## config.mk

```make
export PLATFORM = sky130hd
export DESIGN_NAME = xcvr_phy_mgmt_top
export DESIGN_NICKNAME = d
export VERILOG_FILES = /design/src/design/xcvr_csr_pkg.sv /design/src/design/xcvr_reset_pkg.sv /design/src/design/xcvr_csr_decode.sv /design/src/design/xcvr_mgmt_response.sv /design/src/design/xcvr_pcs_csr.sv /design/src/design/xcvr_phy_mgmt_top.sv /design/src/design/xcvr_reset_seq.sv
export VERILOG_INCLUDE_DIRS = /design/src /design/src/design
export SDC_FILE = /design/constraint.sdc
export NUM_CORES = 1
export LEC_CHECK = 0
export BUFFER_PORTS_ARGS = -buffer_cell sky130_fd_sc_hd__buf_4
export CAP_MARGIN = 20
export CORE_ASPECT_RATIO = 1.75
export CORE_UTILIZATION = 50
export DETAILED_ROUTE_END_ITERATION = 6
export PLACE_DENSITY_LB_ADDON = 0.3
export SLEW_MARGIN = 5
export SYNTH_ARGS = -nofsm -noshare
export SYNTH_HDL_FRONTEND = slang
export SYNTH_SLANG_ARGS = --single-unit
```

## constraint.sdc

```tcl
create_clock -name phy_mgmt_clk -period 6.7 [get_ports phy_mgmt_clk]
set_clock_uncertainty 0.2 [all_clocks]
set_input_delay 1.005 -clock phy_mgmt_clk [delete_from_list [all_inputs] [get_ports phy_mgmt_clk]]
set_output_delay 1.005 -clock phy_mgmt_clk [all_outputs]
set_load 0.02 [all_outputs]
```

## src/design/xcvr_defs.svh

```systemverilog
`ifndef XCVR_DEFS_SVH
`define XCVR_DEFS_SVH

// lane and bus geometry
`define XCVR_LANES              4
`define XCVR_BOUNDARY_WIDTH     7
`define XCVR_ADDR_WIDTH         8
`define XCVR_DATA_WIDTH         32

// reset hold times, in phy_mgmt_clk cycles
`define XCVR_T_PLL_POWERDOWN    8
`define XCVR_T_TX_DIGITALRESET  4
`define XCVR_T_RX_ANALOGRESET   4
`define XCVR_T_RX_DIGITALRESET  16

////////////////////////////////////////////////////////////
// common map word addresses
////////////////////////////////////////////////////////////
`define XCVR_REG_STATUS         8'h00   // read only
`define XCVR_REG_RESET_CTRL     8'h01   // pulse bits, reads zero
`define XCVR_REG_PLL_PD         8'h02
`define XCVR_REG_TX_DRST        8'h03
`define XCVR_REG_RX_ARST        8'h04
`define XCVR_REG_RX_DRST        8'h05
`define XCVR_REG_LOOPBACK       8'h06
`define XCVR_REG_LOCKTOREF      8'h07
`define XCVR_REG_LOCKTODATA     8'h08

////////////////////////////////////////////////////////////
// pcs map word addresses
////////////////////////////////////////////////////////////
`define XCVR_REG_PATTERNALIGN   8'h10
`define XCVR_REG_BITSLIP        8'h11
`define XCVR_REG_SYNCSTATUS     8'h12   // read only
`define XCVR_REG_ERRDETECT      8'h13   // sticky, write one to clear

`endif

```

## src/design/xcvr_csr_pkg.sv

```systemverilog
`default_nettype none
`include "xcvr_defs.svh"

package xcvr_csr_pkg;

    // register word address on the management bus
    typedef logic [`XCVR_ADDR_WIDTH-1:0] mgmt_addr_t;

    typedef logic [`XCVR_DATA_WIDTH-1:0] mgmt_data_t;   // bus data word

    // bitslip boundaries of all lanes, lane n at [7n+6:7n]
    typedef logic [`XCVR_LANES*`XCVR_BOUNDARY_WIDTH-1:0] boundary_vec_t;

endpackage : xcvr_csr_pkg

`default_nettype wire

```

## src/design/xcvr_reset_pkg.sv

```systemverilog
`default_nettype none
`include "xcvr_defs.svh"

package xcvr_reset_pkg;

    typedef logic [`XCVR_LANES-1:0] lane_vec_t;   // one bit per lane

    // tx chain, pll first then pcs
    typedef enum logic [1:0] {
        TX_PLL_PD,
        TX_WAIT_LOCK,
        TX_DIG_RST,
        TX_READY
    } tx_rst_state_t;

    typedef enum logic [1:0] {
        RX_ANA_RST,
        RX_WAIT_LOCK,   // cdr lock to data on all lanes
        RX_DIG_RST,
        RX_READY
    } rx_rst_state_t;

    typedef logic [4:0] rst_count_t;   // covers the longest hold

endpackage : xcvr_reset_pkg

`default_nettype wire

```

## src/design/xcvr_csr_decode.sv

```systemverilog
`timescale 1ns/10ps
`default_nettype none
`include "xcvr_defs.svh"

module xcvr_csr_decode (
    input  logic                      phy_mgmt_clk,
    input  logic                      embedded_reset,
    input  logic                      read,
    input  logic                      write,
    input  xcvr_csr_pkg::mgmt_addr_t  address,
    input  xcvr_csr_pkg::mgmt_data_t  writedata,
    input  logic                      pll_locked,
    input  xcvr_reset_pkg::lane_vec_t rx_is_lockedtoref,
    input  xcvr_reset_pkg::lane_vec_t rx_is_lockedtodata,
    input  logic                      tx_ready,
    input  logic                      rx_ready,
    output xcvr_csr_pkg::mgmt_data_t  readdata,
    output logic                      reset_all_req,
    output logic                      reset_tx_digital_req,
    output logic                      reset_rx_digital_req,
    output logic                      pll_powerdown_force,
    output xcvr_reset_pkg::lane_vec_t tx_digitalreset_force,
    output xcvr_reset_pkg::lane_vec_t rx_analogreset_force,
    output xcvr_reset_pkg::lane_vec_t rx_digitalreset_force,
    output xcvr_reset_pkg::lane_vec_t phy_loopback_serial,
    output xcvr_reset_pkg::lane_vec_t rx_set_locktoref,
    output xcvr_reset_pkg::lane_vec_t rx_set_locktodata
);
    import xcvr_csr_pkg::*;
    import xcvr_reset_pkg::*;

    logic [2:0] pulse_q;       // all, tx digital, rx digital
    lane_vec_t  wr_lanes;
    mgmt_data_t status_word;

    assign wr_lanes = writedata[`XCVR_LANES-1:0];

    assign reset_all_req        = pulse_q[0];
    assign reset_tx_digital_req = pulse_q[1];
    assign reset_rx_digital_req = pulse_q[2];

    // bit 3 spare with lock status above it
    assign status_word = mgmt_data_t'({rx_is_lockedtoref, rx_is_lockedtodata,
                                       1'b0, pll_locked, rx_ready, tx_ready});

    ////////////////////////////////////////////////////////////
    // write decode
    ////////////////////////////////////////////////////////////
    always_ff @(posedge phy_mgmt_clk) begin
        if (embedded_reset) begin
            pulse_q               <= '0;
            pll_powerdown_force   <= 1'b0;
            tx_digitalreset_force <= '0;
            rx_analogreset_force  <= '0;
            rx_digitalreset_force <= '0;
            phy_loopback_serial   <= '0;
            rx_set_locktoref      <= '0;
            rx_set_locktodata     <= '0;
        end else begin
            pulse_q <= '0;
            if (write) begin
                case (address)
                    `XCVR_REG_RESET_CTRL: pulse_q <= writedata[2:0];
                    `XCVR_REG_PLL_PD:     pll_powerdown_force   <= writedata[0];
                    `XCVR_REG_TX_DRST:    tx_digitalreset_force <= wr_lanes;
                    `XCVR_REG_RX_ARST:    rx_analogreset_force  <= wr_lanes;
                    `XCVR_REG_RX_DRST:    rx_digitalreset_force <= wr_lanes;
                    `XCVR_REG_LOOPBACK:   phy_loopback_serial   <= wr_lanes; // serial loopback
                    `XCVR_REG_LOCKTOREF:  rx_set_locktoref      <= wr_lanes;
                    `XCVR_REG_LOCKTODATA: rx_set_locktodata     <= wr_lanes;
                    default: ;
                endcase
            end
        end
    end

    // read mux returns all ones outside this map for the AND merge
    always_comb begin
        readdata = '1;
        if (read) begin
            case (address)
                `XCVR_REG_STATUS:     readdata = status_word;
                `XCVR_REG_RESET_CTRL: readdata = '0;
                `XCVR_REG_PLL_PD:     readdata = mgmt_data_t'(pll_powerdown_force);
                `XCVR_REG_TX_DRST:    readdata = mgmt_data_t'(tx_digitalreset_force);
                `XCVR_REG_RX_ARST:    readdata = mgmt_data_t'(rx_analogreset_force);
                `XCVR_REG_RX_DRST:    readdata = mgmt_data_t'(rx_digitalreset_force);
                `XCVR_REG_LOOPBACK:   readdata = mgmt_data_t'(phy_loopback_serial);
                `XCVR_REG_LOCKTOREF:  readdata = mgmt_data_t'(rx_set_locktoref);
                `XCVR_REG_LOCKTODATA: readdata = mgmt_data_t'(rx_set_locktodata);
                default:              readdata = '1;
            endcase
        end
    end

    // the sequencer restarts on every request cycle
    a_pulse_single: assert property (@(posedge phy_mgmt_clk) disable iff (embedded_reset)
        (pulse_q & $past(pulse_q)) == 3'b000);

endmodule

`default_nettype wire

```

## src/design/xcvr_mgmt_response.sv

```systemverilog
`timescale 1ns/10ps
`default_nettype none
`include "xcvr_defs.svh"

module xcvr_mgmt_response (
    input  logic                     phy_mgmt_clk,
    input  logic                     embedded_reset,
    input  logic                     read,
    input  xcvr_csr_pkg::mgmt_data_t common_readdata,
    input  xcvr_csr_pkg::mgmt_data_t pcs_readdata,
    output xcvr_csr_pkg::mgmt_data_t readdata,
    output logic                     waitrequest
);
    import xcvr_csr_pkg::*;

    logic       waited;   // current read already stalled once
    mgmt_data_t merged;

    // maps decode disjoint ranges and return all ones elsewhere
    assign merged      = common_readdata & pcs_readdata;
    assign waitrequest = read & ~waited;

    always_ff @(posedge phy_mgmt_clk) begin
        if (embedded_reset)
            waited <= 1'b0;
        else
            waited <= read & ~waited;   // drops with read
    end

    always_ff @(posedge phy_mgmt_clk) begin
        if (waitrequest)
            readdata <= merged;   // captured in the wait cycle
    end

    a_one_wait: assert property (@(posedge phy_mgmt_clk) disable iff (embedded_reset)
        waitrequest |-> read ##1 (read && !waitrequest));

endmodule

`default_nettype wire

```

## src/design/xcvr_pcs_csr.sv

```systemverilog
`timescale 1ns/10ps
`default_nettype none
`include "xcvr_defs.svh"

module xcvr_pcs_csr (
    input  logic                        phy_mgmt_clk,
    input  logic                        embedded_reset,
    input  logic                        read,
    input  logic                        write,
    input  xcvr_csr_pkg::mgmt_addr_t    address,
    input  xcvr_csr_pkg::mgmt_data_t    writedata,
    input  xcvr_reset_pkg::lane_vec_t   rx_syncstatus,
    input  xcvr_reset_pkg::lane_vec_t   rx_errdetect,
    output xcvr_csr_pkg::mgmt_data_t    readdata,
    output xcvr_reset_pkg::lane_vec_t   rx_enapatternalign,
    output xcvr_csr_pkg::boundary_vec_t tx_bitslipboundaryselect
);
    import xcvr_csr_pkg::*;
    import xcvr_reset_pkg::*;

    lane_vec_t syncstatus_q;
    lane_vec_t errdetect_q;    // sticky per lane
    lane_vec_t err_clr;

    assign err_clr = (write && address == `XCVR_REG_ERRDETECT) ?
                     writedata[`XCVR_LANES-1:0] : '0;

    always_ff @(posedge phy_mgmt_clk) begin
        syncstatus_q <= rx_syncstatus;   // sampled every cycle
    end

    always_ff @(posedge phy_mgmt_clk) begin
        if (embedded_reset) begin
            rx_enapatternalign       <= '0;
            tx_bitslipboundaryselect <= '0;
            errdetect_q              <= '0;
        end else begin
            // new error beats a clear in the same cycle
            errdetect_q <= (errdetect_q & ~err_clr) | rx_errdetect;
            if (write && address == `XCVR_REG_PATTERNALIGN)
                rx_enapatternalign <= writedata[`XCVR_LANES-1:0];
            if (write && address == `XCVR_REG_BITSLIP)
                tx_bitslipboundaryselect <= writedata[$bits(boundary_vec_t)-1:0];
        end
    end

    always_comb begin
        readdata = '1;   // not decoded here
        if (read) begin
            case (address)
                `XCVR_REG_PATTERNALIGN: readdata = mgmt_data_t'(rx_enapatternalign);
                `XCVR_REG_BITSLIP:      readdata = mgmt_data_t'(tx_bitslipboundaryselect);
                `XCVR_REG_SYNCSTATUS:   readdata = mgmt_data_t'(syncstatus_q);
                `XCVR_REG_ERRDETECT:    readdata = mgmt_data_t'(errdetect_q);
                default:                readdata = '1;
            endcase
        end
    end

endmodule

`default_nettype wire

```

## src/design/xcvr_phy_mgmt_top.sv

```systemverilog
`timescale 1ns/10ps
`default_nettype none
`include "xcvr_defs.svh"

module xcvr_phy_mgmt_top (
    input  logic                        phy_mgmt_clk,
    input  logic                        embedded_reset,
    input  logic                        phy_mgmt_read,
    input  logic                        phy_mgmt_write,
    input  xcvr_csr_pkg::mgmt_addr_t    phy_mgmt_address,
    input  xcvr_csr_pkg::mgmt_data_t    phy_mgmt_writedata,
    output xcvr_csr_pkg::mgmt_data_t    phy_mgmt_readdata,
    output logic                        phy_mgmt_waitrequest,
    input  logic                        pll_locked,
    input  xcvr_reset_pkg::lane_vec_t   rx_is_lockedtoref,
    input  xcvr_reset_pkg::lane_vec_t   rx_is_lockedtodata,
    input  xcvr_reset_pkg::lane_vec_t   rx_syncstatus,
    input  xcvr_reset_pkg::lane_vec_t   rx_errdetect,
    output logic                        pll_powerdown,
    output xcvr_reset_pkg::lane_vec_t   tx_digitalreset,
    output xcvr_reset_pkg::lane_vec_t   rx_analogreset,
    output xcvr_reset_pkg::lane_vec_t   rx_digitalreset,
    output logic                        tx_ready,
    output logic                        rx_ready,
    output xcvr_reset_pkg::lane_vec_t   phy_loopback_serial,
    output xcvr_reset_pkg::lane_vec_t   rx_set_locktoref,
    output xcvr_reset_pkg::lane_vec_t   rx_set_locktodata,
    output xcvr_reset_pkg::lane_vec_t   rx_enapatternalign,
    output xcvr_csr_pkg::boundary_vec_t tx_bitslipboundaryselect
);
    import xcvr_csr_pkg::*;
    import xcvr_reset_pkg::*;

    mgmt_data_t common_readdata;
    mgmt_data_t pcs_readdata;

    // csr requests and forces into the sequencer
    logic       reset_all_req;
    logic       reset_tx_digital_req;
    logic       reset_rx_digital_req;
    logic       pll_powerdown_force;
    lane_vec_t  tx_digitalreset_force;
    lane_vec_t  rx_analogreset_force;
    lane_vec_t  rx_digitalreset_force;

    xcvr_csr_decode csr_decode_i (
        .read      (phy_mgmt_read),
        .write     (phy_mgmt_write),
        .address   (phy_mgmt_address),
        .writedata (phy_mgmt_writedata),
        .readdata  (common_readdata),
        .*
    );

    xcvr_pcs_csr pcs_csr_i (
        .read      (phy_mgmt_read),
        .write     (phy_mgmt_write),
        .address   (phy_mgmt_address),
        .writedata (phy_mgmt_writedata),
        .readdata  (pcs_readdata),
        .*
    );

    xcvr_reset_seq reset_seq_i (.*);   // tx_ready, rx_ready back into status

    xcvr_mgmt_response response_i (
        .read        (phy_mgmt_read),
        .readdata    (phy_mgmt_readdata),
        .waitrequest (phy_mgmt_waitrequest),
        .*
    );

endmodule

`default_nettype wire

```

## src/design/xcvr_reset_seq.sv

```systemverilog
`timescale 1ns/10ps
`default_nettype none
`include "xcvr_defs.svh"

module xcvr_reset_seq (
    input  logic                      phy_mgmt_clk,
    input  logic                      embedded_reset,
    input  logic                      pll_locked,
    input  xcvr_reset_pkg::lane_vec_t rx_is_lockedtodata,
    input  logic                      reset_all_req,
    input  logic                      reset_tx_digital_req,
    input  logic                      reset_rx_digital_req,
    input  logic                      pll_powerdown_force,
    input  xcvr_reset_pkg::lane_vec_t tx_digitalreset_force,
    input  xcvr_reset_pkg::lane_vec_t rx_analogreset_force,
    input  xcvr_reset_pkg::lane_vec_t rx_digitalreset_force,
    output logic                      pll_powerdown,
    output xcvr_reset_pkg::lane_vec_t tx_digitalreset,
    output xcvr_reset_pkg::lane_vec_t rx_analogreset,
    output xcvr_reset_pkg::lane_vec_t rx_digitalreset,
    output logic                      tx_ready,
    output logic                      rx_ready
);
    import xcvr_reset_pkg::*;

    tx_rst_state_t tx_state, tx_next;
    rx_rst_state_t rx_state, rx_next;
    rst_count_t    tx_cnt, tx_cnt_next;
    rst_count_t    rx_cnt, rx_cnt_next;
    logic          rx_locked;

    assign rx_locked = &rx_is_lockedtodata;   // every lane on data

    ////////////////////////////////////////////////////////////
    // tx chain
    ////////////////////////////////////////////////////////////
    always_comb begin
        tx_next     = tx_state;
        tx_cnt_next = '0;
        if (reset_all_req) begin
            tx_next = TX_PLL_PD;
        end else begin
            case (tx_state)
                TX_PLL_PD: begin
                    if (tx_cnt == rst_count_t'(`XCVR_T_PLL_POWERDOWN - 1))
                        tx_next = TX_WAIT_LOCK;
                    else
                        tx_cnt_next = tx_cnt + 1'b1;
                end
                TX_WAIT_LOCK: begin
                    if (pll_locked)
                        tx_next = TX_DIG_RST;
                end
                TX_DIG_RST: begin
                    if (!pll_locked)
                        tx_next = TX_WAIT_LOCK;
                    else if (reset_tx_digital_req)
                        tx_cnt_next = '0;   // restart the hold
                    else if (tx_cnt == rst_count_t'(`XCVR_T_TX_DIGITALRESET - 1))
                        tx_next = TX_READY;
                    else
                        tx_cnt_next = tx_cnt + 1'b1;
                end
                default: begin
                    if (!pll_locked)
                        tx_next = TX_WAIT_LOCK;
                    else if (reset_tx_digital_req)
                        tx_next = TX_DIG_RST;
                end
            endcase
        end
    end

    ////////////////////////////////////////////////////////////
    // rx chain
    ////////////////////////////////////////////////////////////
    always_comb begin
        rx_next     = rx_state;
        rx_cnt_next = '0;
        if (reset_all_req) begin
            rx_next = RX_ANA_RST;
        end else begin
            case (rx_state)
                RX_ANA_RST: begin
                    if (rx_cnt == rst_count_t'(`XCVR_T_RX_ANALOGRESET - 1))
                        rx_next = RX_WAIT_LOCK;
                    else
                        rx_cnt_next = rx_cnt + 1'b1;
                end
                RX_WAIT_LOCK: begin
                    if (rx_locked)
                        rx_next = RX_DIG_RST;
                end
                RX_DIG_RST: begin
                    if (!rx_locked)
                        rx_next = RX_WAIT_LOCK;
                    else if (reset_rx_digital_req)
                        rx_cnt_next = '0;
                    else if (rx_cnt == rst_count_t'(`XCVR_T_RX_DIGITALRESET - 1))
                        rx_next = RX_READY;
                    else
                        rx_cnt_next = rx_cnt + 1'b1;
                end
                default: begin
                    if (!rx_locked)
                        rx_next = RX_WAIT_LOCK;
                    else if (reset_rx_digital_req)
                        rx_next = RX_DIG_RST;
                end
            endcase
        end
    end

    // outputs follow next state, csr forces OR'd in
    always_ff @(posedge phy_mgmt_clk) begin
        if (embedded_reset) begin
            tx_state        <= TX_PLL_PD;
            rx_state        <= RX_ANA_RST;
            tx_cnt          <= '0;
            rx_cnt          <= '0;
            pll_powerdown   <= 1'b1;
            tx_digitalreset <= '1;
            rx_analogreset  <= '1;
            rx_digitalreset <= '1;
            tx_ready        <= 1'b0;
            rx_ready        <= 1'b0;
        end else begin
            tx_state        <= tx_next;
            rx_state        <= rx_next;
            tx_cnt          <= tx_cnt_next;
            rx_cnt          <= rx_cnt_next;
            pll_powerdown   <= (tx_next == TX_PLL_PD) | pll_powerdown_force;
            tx_digitalreset <= {`XCVR_LANES{tx_next != TX_READY}} | tx_digitalreset_force;
            rx_analogreset  <= {`XCVR_LANES{rx_next == RX_ANA_RST}} | rx_analogreset_force;
            rx_digitalreset <= {`XCVR_LANES{rx_next != RX_READY}} | rx_digitalreset_force;
            tx_ready        <= (tx_next == TX_READY);
            rx_ready        <= (rx_next == RX_READY);
        end
    end

    a_tx_ready_clean: assert property (@(posedge phy_mgmt_clk) disable iff (embedded_reset)
        tx_ready |-> (tx_digitalreset & ~$past(tx_digitalreset_force)) == '0);

    // rx cannot finish ahead of a pll powerdown from reset_all
    a_rx_ready_pll_up: assert property (@(posedge phy_mgmt_clk) disable iff (embedded_reset)
        rx_ready |-> (!pll_powerdown || $past(pll_powerdown_force)));

endmodule

`default_nettype wire

```

==> impl_metrics.ini, run 1 <==
[pwr]
p_per_area_nw_per_um2 = 269
ir_worst_vdd_v = 0.000234
p_leak_nw = 3.12

[synth]
synth_flop_cell = dfxtp_1
synth_mux_area_share_pct = 14.8
synth.ff_latch_count = 127
synthDistinctLibCells = 53
synthAdderAreaFrac_pct = 0.953
yosysTopAreaCellShare_pct = 37.4
synth_most_common_cell = dfxtp_1
synthArstFlopShare_pct = 0
netlist_top_cells_count = dfxtp_1 (98), nor2_1 (86), mux2i_1 (61), edfxtp_1 (29), a21oi_1 (26)
yosysSeqAreaShare_pct = 54.0
synth_top_area_cell = dfxtp_1
syn_area_per_cell_sq_um = 10.8
yosys_warnings = 0
yosys-top-cells-area = dfxtp_1 (37%), edfxtp_1 (17%), mux2i_1 (12%), nor2_1 (6.1%), mux4_2 (2.6%)
synth_top_family_by_area = simple AND/OR/NAND/NOR gates
syn_nets = 550
synthCells = 485
synth-compound-area-share_pct = 8.13
synth_xor_area_share_pct = 1.17
syn_area_sq_um = 5250
synth_edf_count = 29
synth-simple-area-share_pct = 16.7

[sta]
fin_ws_ns = 3.68
whs_ns = 0.251
max_slew_margin_pct = 44.7
period_share_pct = 45.1
clock.fmax_ghz = 0.331
drv_slew = 0
fin_crit_ns = 3.02
timing_worst_slew_pin_value_ns = 0.828
tns_ns = 0
setup_viol = 0
rsz0062_at_grt = no
hold_violations = 0

[clock_tree]
cts_root_buf = clkbuf_16
cts_resized = 0
cts_setup_buffers = 0
numCtsBuffers = 17
cts_tree = yes
clkSinkCount = 127
cts_hold_buf = 0
clockBufferDepth = 2
clk_latency_ns = 0.41
htreeDepth = 4
clkTransAtPathRegs_ns = 0.05

[floorplanning]
core-area_sq_um = 10200
fp.dieArea_sq_um = 10900
io-pin-count = 153
die_w_microns = 79.5
rows = 49
start_util_pct = 51.3
fp.dieH_microns = 138

[critical_path]
worst_ep_required_time_ns = 6.78
end_kind = register
critPathArrivalTime_ns = 3.11
worstSetupPathType = in -> reg
worstSetupStartpointType = input pin
worstPathMaxFanout = 18

[grt]
globalRouteOverflowTotal = 0
grt_pass1_vias = 4189
grt_start_max_net_pins = 66
grtUsageTotal_pct = 25.3
antenna_found_initial = 0
grt_pass1_wl_mm = 20.6

[final_layout]
finalNetCount = 684
drive_above_1_share_pct = 32.8
num_antenna_cells = 0
area_growth_pct = 32.8

[place]
gp_congestion = 0.828
place_ws_ns = 3.26
portBuffers = 148
dp_hpwl_mm = 9.53

[run]
drv_cap = 0

[route]
routed_wl_mm = 13.3
drc = 0
avgViaCountPerCell = 5.50
avgRoutedWirePerCell_microns = 17.5
drtIter0Drc = 252
final_antenna_net_count = 0
first_pass_iters = 4
vias = 4177

[worst_hold_path]
hp-class = reg -> reg

[outcome]
outcome = finished clean
==> per-layer routing <==
layer  part of all wire (%)  up-vias  GRT usage (%)  routed length, microns
li1                       -     1975              -                       -
met1                     36     2002           26.5                    4860
met2                     55      163           45.3                    7270
met3                    5.2       37           5.63                     690
met4                    3.7        0           15.3                     498
met5                      0        -              0                       0
==> stage by stage <==
step / instance area [sq um] / cells / power (W) / utilization, %
4_1_cts: 6970 / 759 / 0.00188 / 68.1
3_5_place_dp: 6350 / 727 / 0.000949 / 62.0
2_1_floorplan: 5250 / 485 / 0.000893 / -
5_1_grt: 6970 / 759 / 0.00193 / 68.1
6_report: 6970 / 759 / 0.00187 / 68.1
3_3_place_gp: 6340 / 726 / 0.000945 / 62.0
==> sequential cells by signal, summed over array words and instances, names as in the netlist, 2 cells and up <==
signal,flops
reset_seq_i.rx_analogreset,4
reset_seq_i.tx_cnt,5
csr_decode_i.rx_digitalreset_force,4
reset_seq_i.rx_digitalreset,4
pcs_csr_i.syncstatus_q,4
csr_decode_i.rx_analogreset_force,4
csr_decode_i.tx_digitalreset_force,4
reset_seq_i.tx_digitalreset,4
reset_seq_i.rx_state,2
csr_decode_i.pulse_q,3
response_i.readdata,29
csr_decode_i.rx_set_locktoref,4
reset_seq_i.rx_cnt,5
csr_decode_i.phy_loopback_serial,4
pcs_csr_i.errdetect_q,4
csr_decode_i.rx_set_locktodata,4
pcs_csr_i.rx_enapatternalign,4
reset_seq_i.tx_state,2
pcs_csr_i.tx_bitslipboundaryselect,28
==> worst max-delay path, stage by stage <==
cell	delay [ns]
buf_4	0.25
nor2b_1	0.71
nand2_1	0.11
a21oi_1	0.61
buf_4	0.28
a21o_1	0.13
==> area by class of cell <==
class,instances,area [sq um]
repair buffers,151,1130
clock buffers,27,544
well taps,127,159
inverters,8,30.0
flip-flops and latches,127,2830
fillers,786,3270
clock inverters,5,75.1
multi-input cells,314,2200
==> cell usage in the layout (no fill, tap or decap), types with 3 or more instances in the layout <==
cell	Yosys	layout
or3_1	5	5
dfxtp_1	98	98
nand2_1	6	6
a21oi_1	26	26
and2_1	4	4
edfxtp_1	29	29
nor3_1	6	6
clkbuf_16	0	18
or2_2	7	7
a21o_1	16	16
and3_1	6	6
ha_1	4	4
nand4_1	9	9
nand2b_1	6	6
buf_4	8	151
o21ai_0	7	7
clkinv_2	0	3
clkbuf_1	16	3
clkbuf_8	0	6
mux2i_1	61	61
mux4_2	6	6
a22oi_1	3	3
mux2_2	3	3
xnor2_1	4	4
xor2_1	3	3
nor2_1	86	86
nor2b_1	5	4
nand3_1	7	7
inv_1	8	8
==> logic make-up after synthesis <==
| kind of cell | count (synthesis) |
|---|---|
| buf+inv | 44 |
| mux | 70 |
| simple gates | 166 |
| compound gates | 67 |
| fa+ha+maj | 4 |
| flops | 127 |
| xor+xnor | 7 |
==> path summary, 6_finish.rpt <==
kind,from,endpoint,slack [ns],cells after the start
hold / removal,reset_seq_i.tx_cnt[0]$_SDFF_PP0_,reset_seq_i.tx_cnt[0]$_SDFF_PP0_,0.25,1
setup / recovery,phy_mgmt_address[0],response_i.readdata[25]$_DFFE_PP_,3.68,6
hold reg to reg,reset_seq_i.tx_cnt[0]$_SDFF_PP0_,reset_seq_i.tx_cnt[0]$_SDFF_PP0_,0.25,1
setup reg to reg,reset_seq_i.tx_cnt[0]$_SDFF_PP0_,reset_seq_i.tx_digitalreset[0]$_SDFF_PP1_,4.34,5
==> where the power goes <==
part / leakage (nW) / switching (W) / total, W / internal (W)
sequential: 1.01 / 0.00000999 / 0.000811 / 0.000801
combinational: 1.80 / 0.0000690 / 0.000122 / 0.0000534
clock: 0.308 / 0.000312 / 0.000940 / 0.000628
(Power assumes the default switching activity.)
==> inputs of run 2 (changes only) <==
--- a/config.mk
+++ b/config.mk
@@ -6,10 +6,11 @@
 export SDC_FILE = /design/constraint.sdc
 export NUM_CORES = 1
 export LEC_CHECK = 0
+export ABC_AREA = 1
 export BUFFER_PORTS_ARGS = -buffer_cell sky130_fd_sc_hd__buf_4
 export CAP_MARGIN = 20
 export CORE_ASPECT_RATIO = 1.75
-export CORE_UTILIZATION = 50
+export CORE_UTILIZATION = 47
 export DETAILED_ROUTE_END_ITERATION = 6
 export PLACE_DENSITY_LB_ADDON = 0.3
 export SLEW_MARGIN = 5
==> constraint.sdc (replaced) <==
create_clock -name phy_mgmt_clk -period 2.6 [get_ports phy_mgmt_clk]
set_clock_uncertainty 0.2 [all_clocks]
set_input_delay 0.39 -clock phy_mgmt_clk [delete_from_list [all_inputs] [get_ports phy_mgmt_clk]]
set_output_delay 0.39 -clock phy_mgmt_clk [all_outputs]
set_load 0.02 [all_outputs]
==> impl_metrics.ini, run 2 <==
[outcome]
outcome = finished clean

[route]
final_antenna_net_count = 0
vias = 5253
avgViaCountPerCell = 5.40
drtIter0Drc = 297
routed_wl_mm = 15.6
drc = 0
first_pass_iters = 6
avgRoutedWirePerCell_microns = 16.1

[synth]
synth_edf_count = 29
syn_nets = 737
synthCells = 672
synthArstFlopShare_pct = 0
synth.ff_latch_count = 127
synth_most_common_cell = nand2_1
synthDistinctLibCells = 31
syn_area_per_cell_sq_um = 8.05
yosys-top-cells-area = dfxtp_1 (36%), edfxtp_1 (16%), nand2_1 (8.7%), a21oi_1 (6.2%), nand3_1 (5.6%)
synth_top_area_cell = dfxtp_1
synth_flop_cell = dfxtp_1
yosys_warnings = 0
yosysTopAreaCellShare_pct = 36.3
syn_area_sq_um = 5410
netlist_top_cells_count = nand2_1 (126), dfxtp_1 (98), inv_1 (78), a21oi_1 (67), nand3_1 (61)
yosysSeqAreaShare_pct = 52.4

[sta]
timing_worst_slew_pin_value_ns = 0.597
drv_slew = 0
period_share_pct = 78.6
rsz0062_at_grt = no
tns_ns = 0
setup_viol = 0
max_slew_margin_pct = 60.1
hold_violations = 0
fin_crit_ns = 2.04
clock.fmax_ghz = 0.489

[place]
gp_congestion = 0.962
portBuffers = 148
postPlaceCellArea_sq_um = 6660
place_inst = 937
dp_hpwl_mm = 11.7

[final_layout]
largest_reg_flops = 29
num_antenna_cells = 0
top_register = response_i.readdata
seq_area_sq_um = 2830
multi_input_area_sq_um = 2100
instances_no_fill = 973
final_cell_area_sq_um = 7310
fillCellCount = 932
top_regs = response_i.readdata (29), pcs_csr_i.tx_bitslipboundaryselect (28)
layout_common_cells = buf_4 (162), nand2_1 (126), dfxtp_1 (98), inv_1 (78), a21oi_1 (67)
final_common_cell = buf_4
utilization_pct = 65.4
drive_above_1_share_pct = 25.1
area_growth_pct = 35.1
finalNetCount = 893

[pwr]
p_per_area_nw_per_um2 = 668
p_total_w = 0.00488
p_leak_nw = 2.97
p_switching_w = 0.00109
switching_share_pct = 22.2
power_frac_comb_pct = 7.0
p_seq_share_pct = 42.8
p_int_w = 0.00380
clockPowerShare_pct = 50.2
ir_worst_vdd_v = 0.000571

[critical_path]
max_stage_delay_ns = 0.35
critPathArrivalTime_ns = 2.13
worstSetupPathType = reg -> reg
crit_path_top_delay_cell = dfxtp_1
end_kind = register
worstSetupStartpointType = register
worstPathMaxFanout = 5
cp.buffers_inverters = 1
crit_family = simple AND/OR/NAND/NOR gates
path_cells = ha_1 -> inv_1 -> nor3_1 -> ha_1 -> nand2_1 -> a21oi_1 -> nor3_1 -> nor2_1 -> nand2_1
worst_ep_required_time_ns = 2.69

[grt]
globalRouteOverflowTotal = 0
grtUsageTotal_pct = 26.3
antenna_found_initial = 0
grt_pass1_wl_mm = 24.3
grt_pass1_vias = 5060
grt_start_max_net_pins = 39

[floorplanning]
fp.dieH_microns = 144
fp.dieArea_sq_um = 12000
start_util_pct = 48.4
rows = 51
die_w_microns = 83.1
core-area_sq_um = 11200
io-pin-count = 153

[clock_tree]
htreeDepth = 4
clockBufferDepth = 2
cts_setup_buffers = 0
clkTransAtPathRegs_ns = 0.06
clk_latency_ns = 0.42
cts_hold_buf = 4
cts_resized = 0
numCtsBuffers = 17
cts_tree = yes
cts_root_buf = clkbuf_16
clkSinkCount = 127

[run]
drv_cap = 0

[worst_hold_path]
hp-class = in -> reg
## run 2: power groups by stage
stage	Sequential, W	Combinational [W]	Clock (W)
6_report	0.00209	0.000343	0.00245
5_1_grt	0.00209	0.000371	0.00255
4_1_cts	0.00209	0.000343	0.00246
3_5_place_dp	0.00213	0.000336	0
3_3_place_gp	0.00213	0.000325	0
2_1_floorplan	0.00215	0.000146	0
## run 2: final cells by class
cell class | instances | share of cell area, %
repair buffers | 168 | 17.7
inverters | 81 | 4.16
flip-flops and latches | 127 | 38.8
clock inverters | 12 | 2.29
clock buffers | 20 | 5.98
multi-input cells | 433 | 28.8
well taps | 132 | 2.26
## run 2: layer usage
| layer | global-route usage, % | vias to the layer above | share of wire [%] |
|---|---|---|---|
| met1 | 25.2 | 2447 | 34 |
| li1 | - | 2538 | - |
| met5 | 0 | - | 0 |
| met2 | 52.5 | 222 | 57 |
| met3 | 4.02 | 46 | 5.9 |
| met4 | 14.4 | 0 | 3.6 |
## run 2: logic make-up (layout without fill, tap and decap cells)
group / count (synthesis) / after routing / synth area share [%]
AO/OA/AOI/OAI: 144 / 144 / 14.3
adder cells (fa/ha/maj): 4 / 4 / 0.925
AND/OR/NAND/NOR: 282 / 282 / 23.1
XOR/XNOR: 3 / 3 / 0.486
buffers and inverters: 112 / 281 / 8.88
flip-flops: 127 / 127 / 52.4
## run 2: tightest hold or removal path: cells and delay by family
| kind | cells | cell delay, ns |
|---|---|---|
| compound gates | 1 | 0.05 |
| buf+inv | 2 | 0.15 |
## run 2: final timing paths
path                            cells after the start  slack (ns)                             start                                         to
worst max register to register                      9        0.56  reset_seq_i.rx_cnt[0]$_SDFF_PP0_  reset_seq_i.rx_digitalreset[2]$_SDFF_PP1_
worst min-delay path                                3        0.03                   rx_errdetect[0]        pcs_csr_i.errdetect_q[0]$_SDFF_PP0_
worst max-delay path                                9        0.56  reset_seq_i.rx_cnt[0]$_SDFF_PP0_  reset_seq_i.rx_digitalreset[2]$_SDFF_PP1_
worst min register to register                      1        0.24      response_i.waited$_SDFF_PP0_               response_i.waited$_SDFF_PP0_
## run 2: through the flow
stage / worst slack [ns] / hold slack [ns]
4_1_cts: 0.558 / 0.0241
2_1_floorplan: 0.338 / 0.218
3_3_place_gp: 0.362 / 0.227
3_5_place_dp: 0.318 / 0.237
6_report: 0.557 / 0.0258
5_1_grt: 0.430 / 0.0419
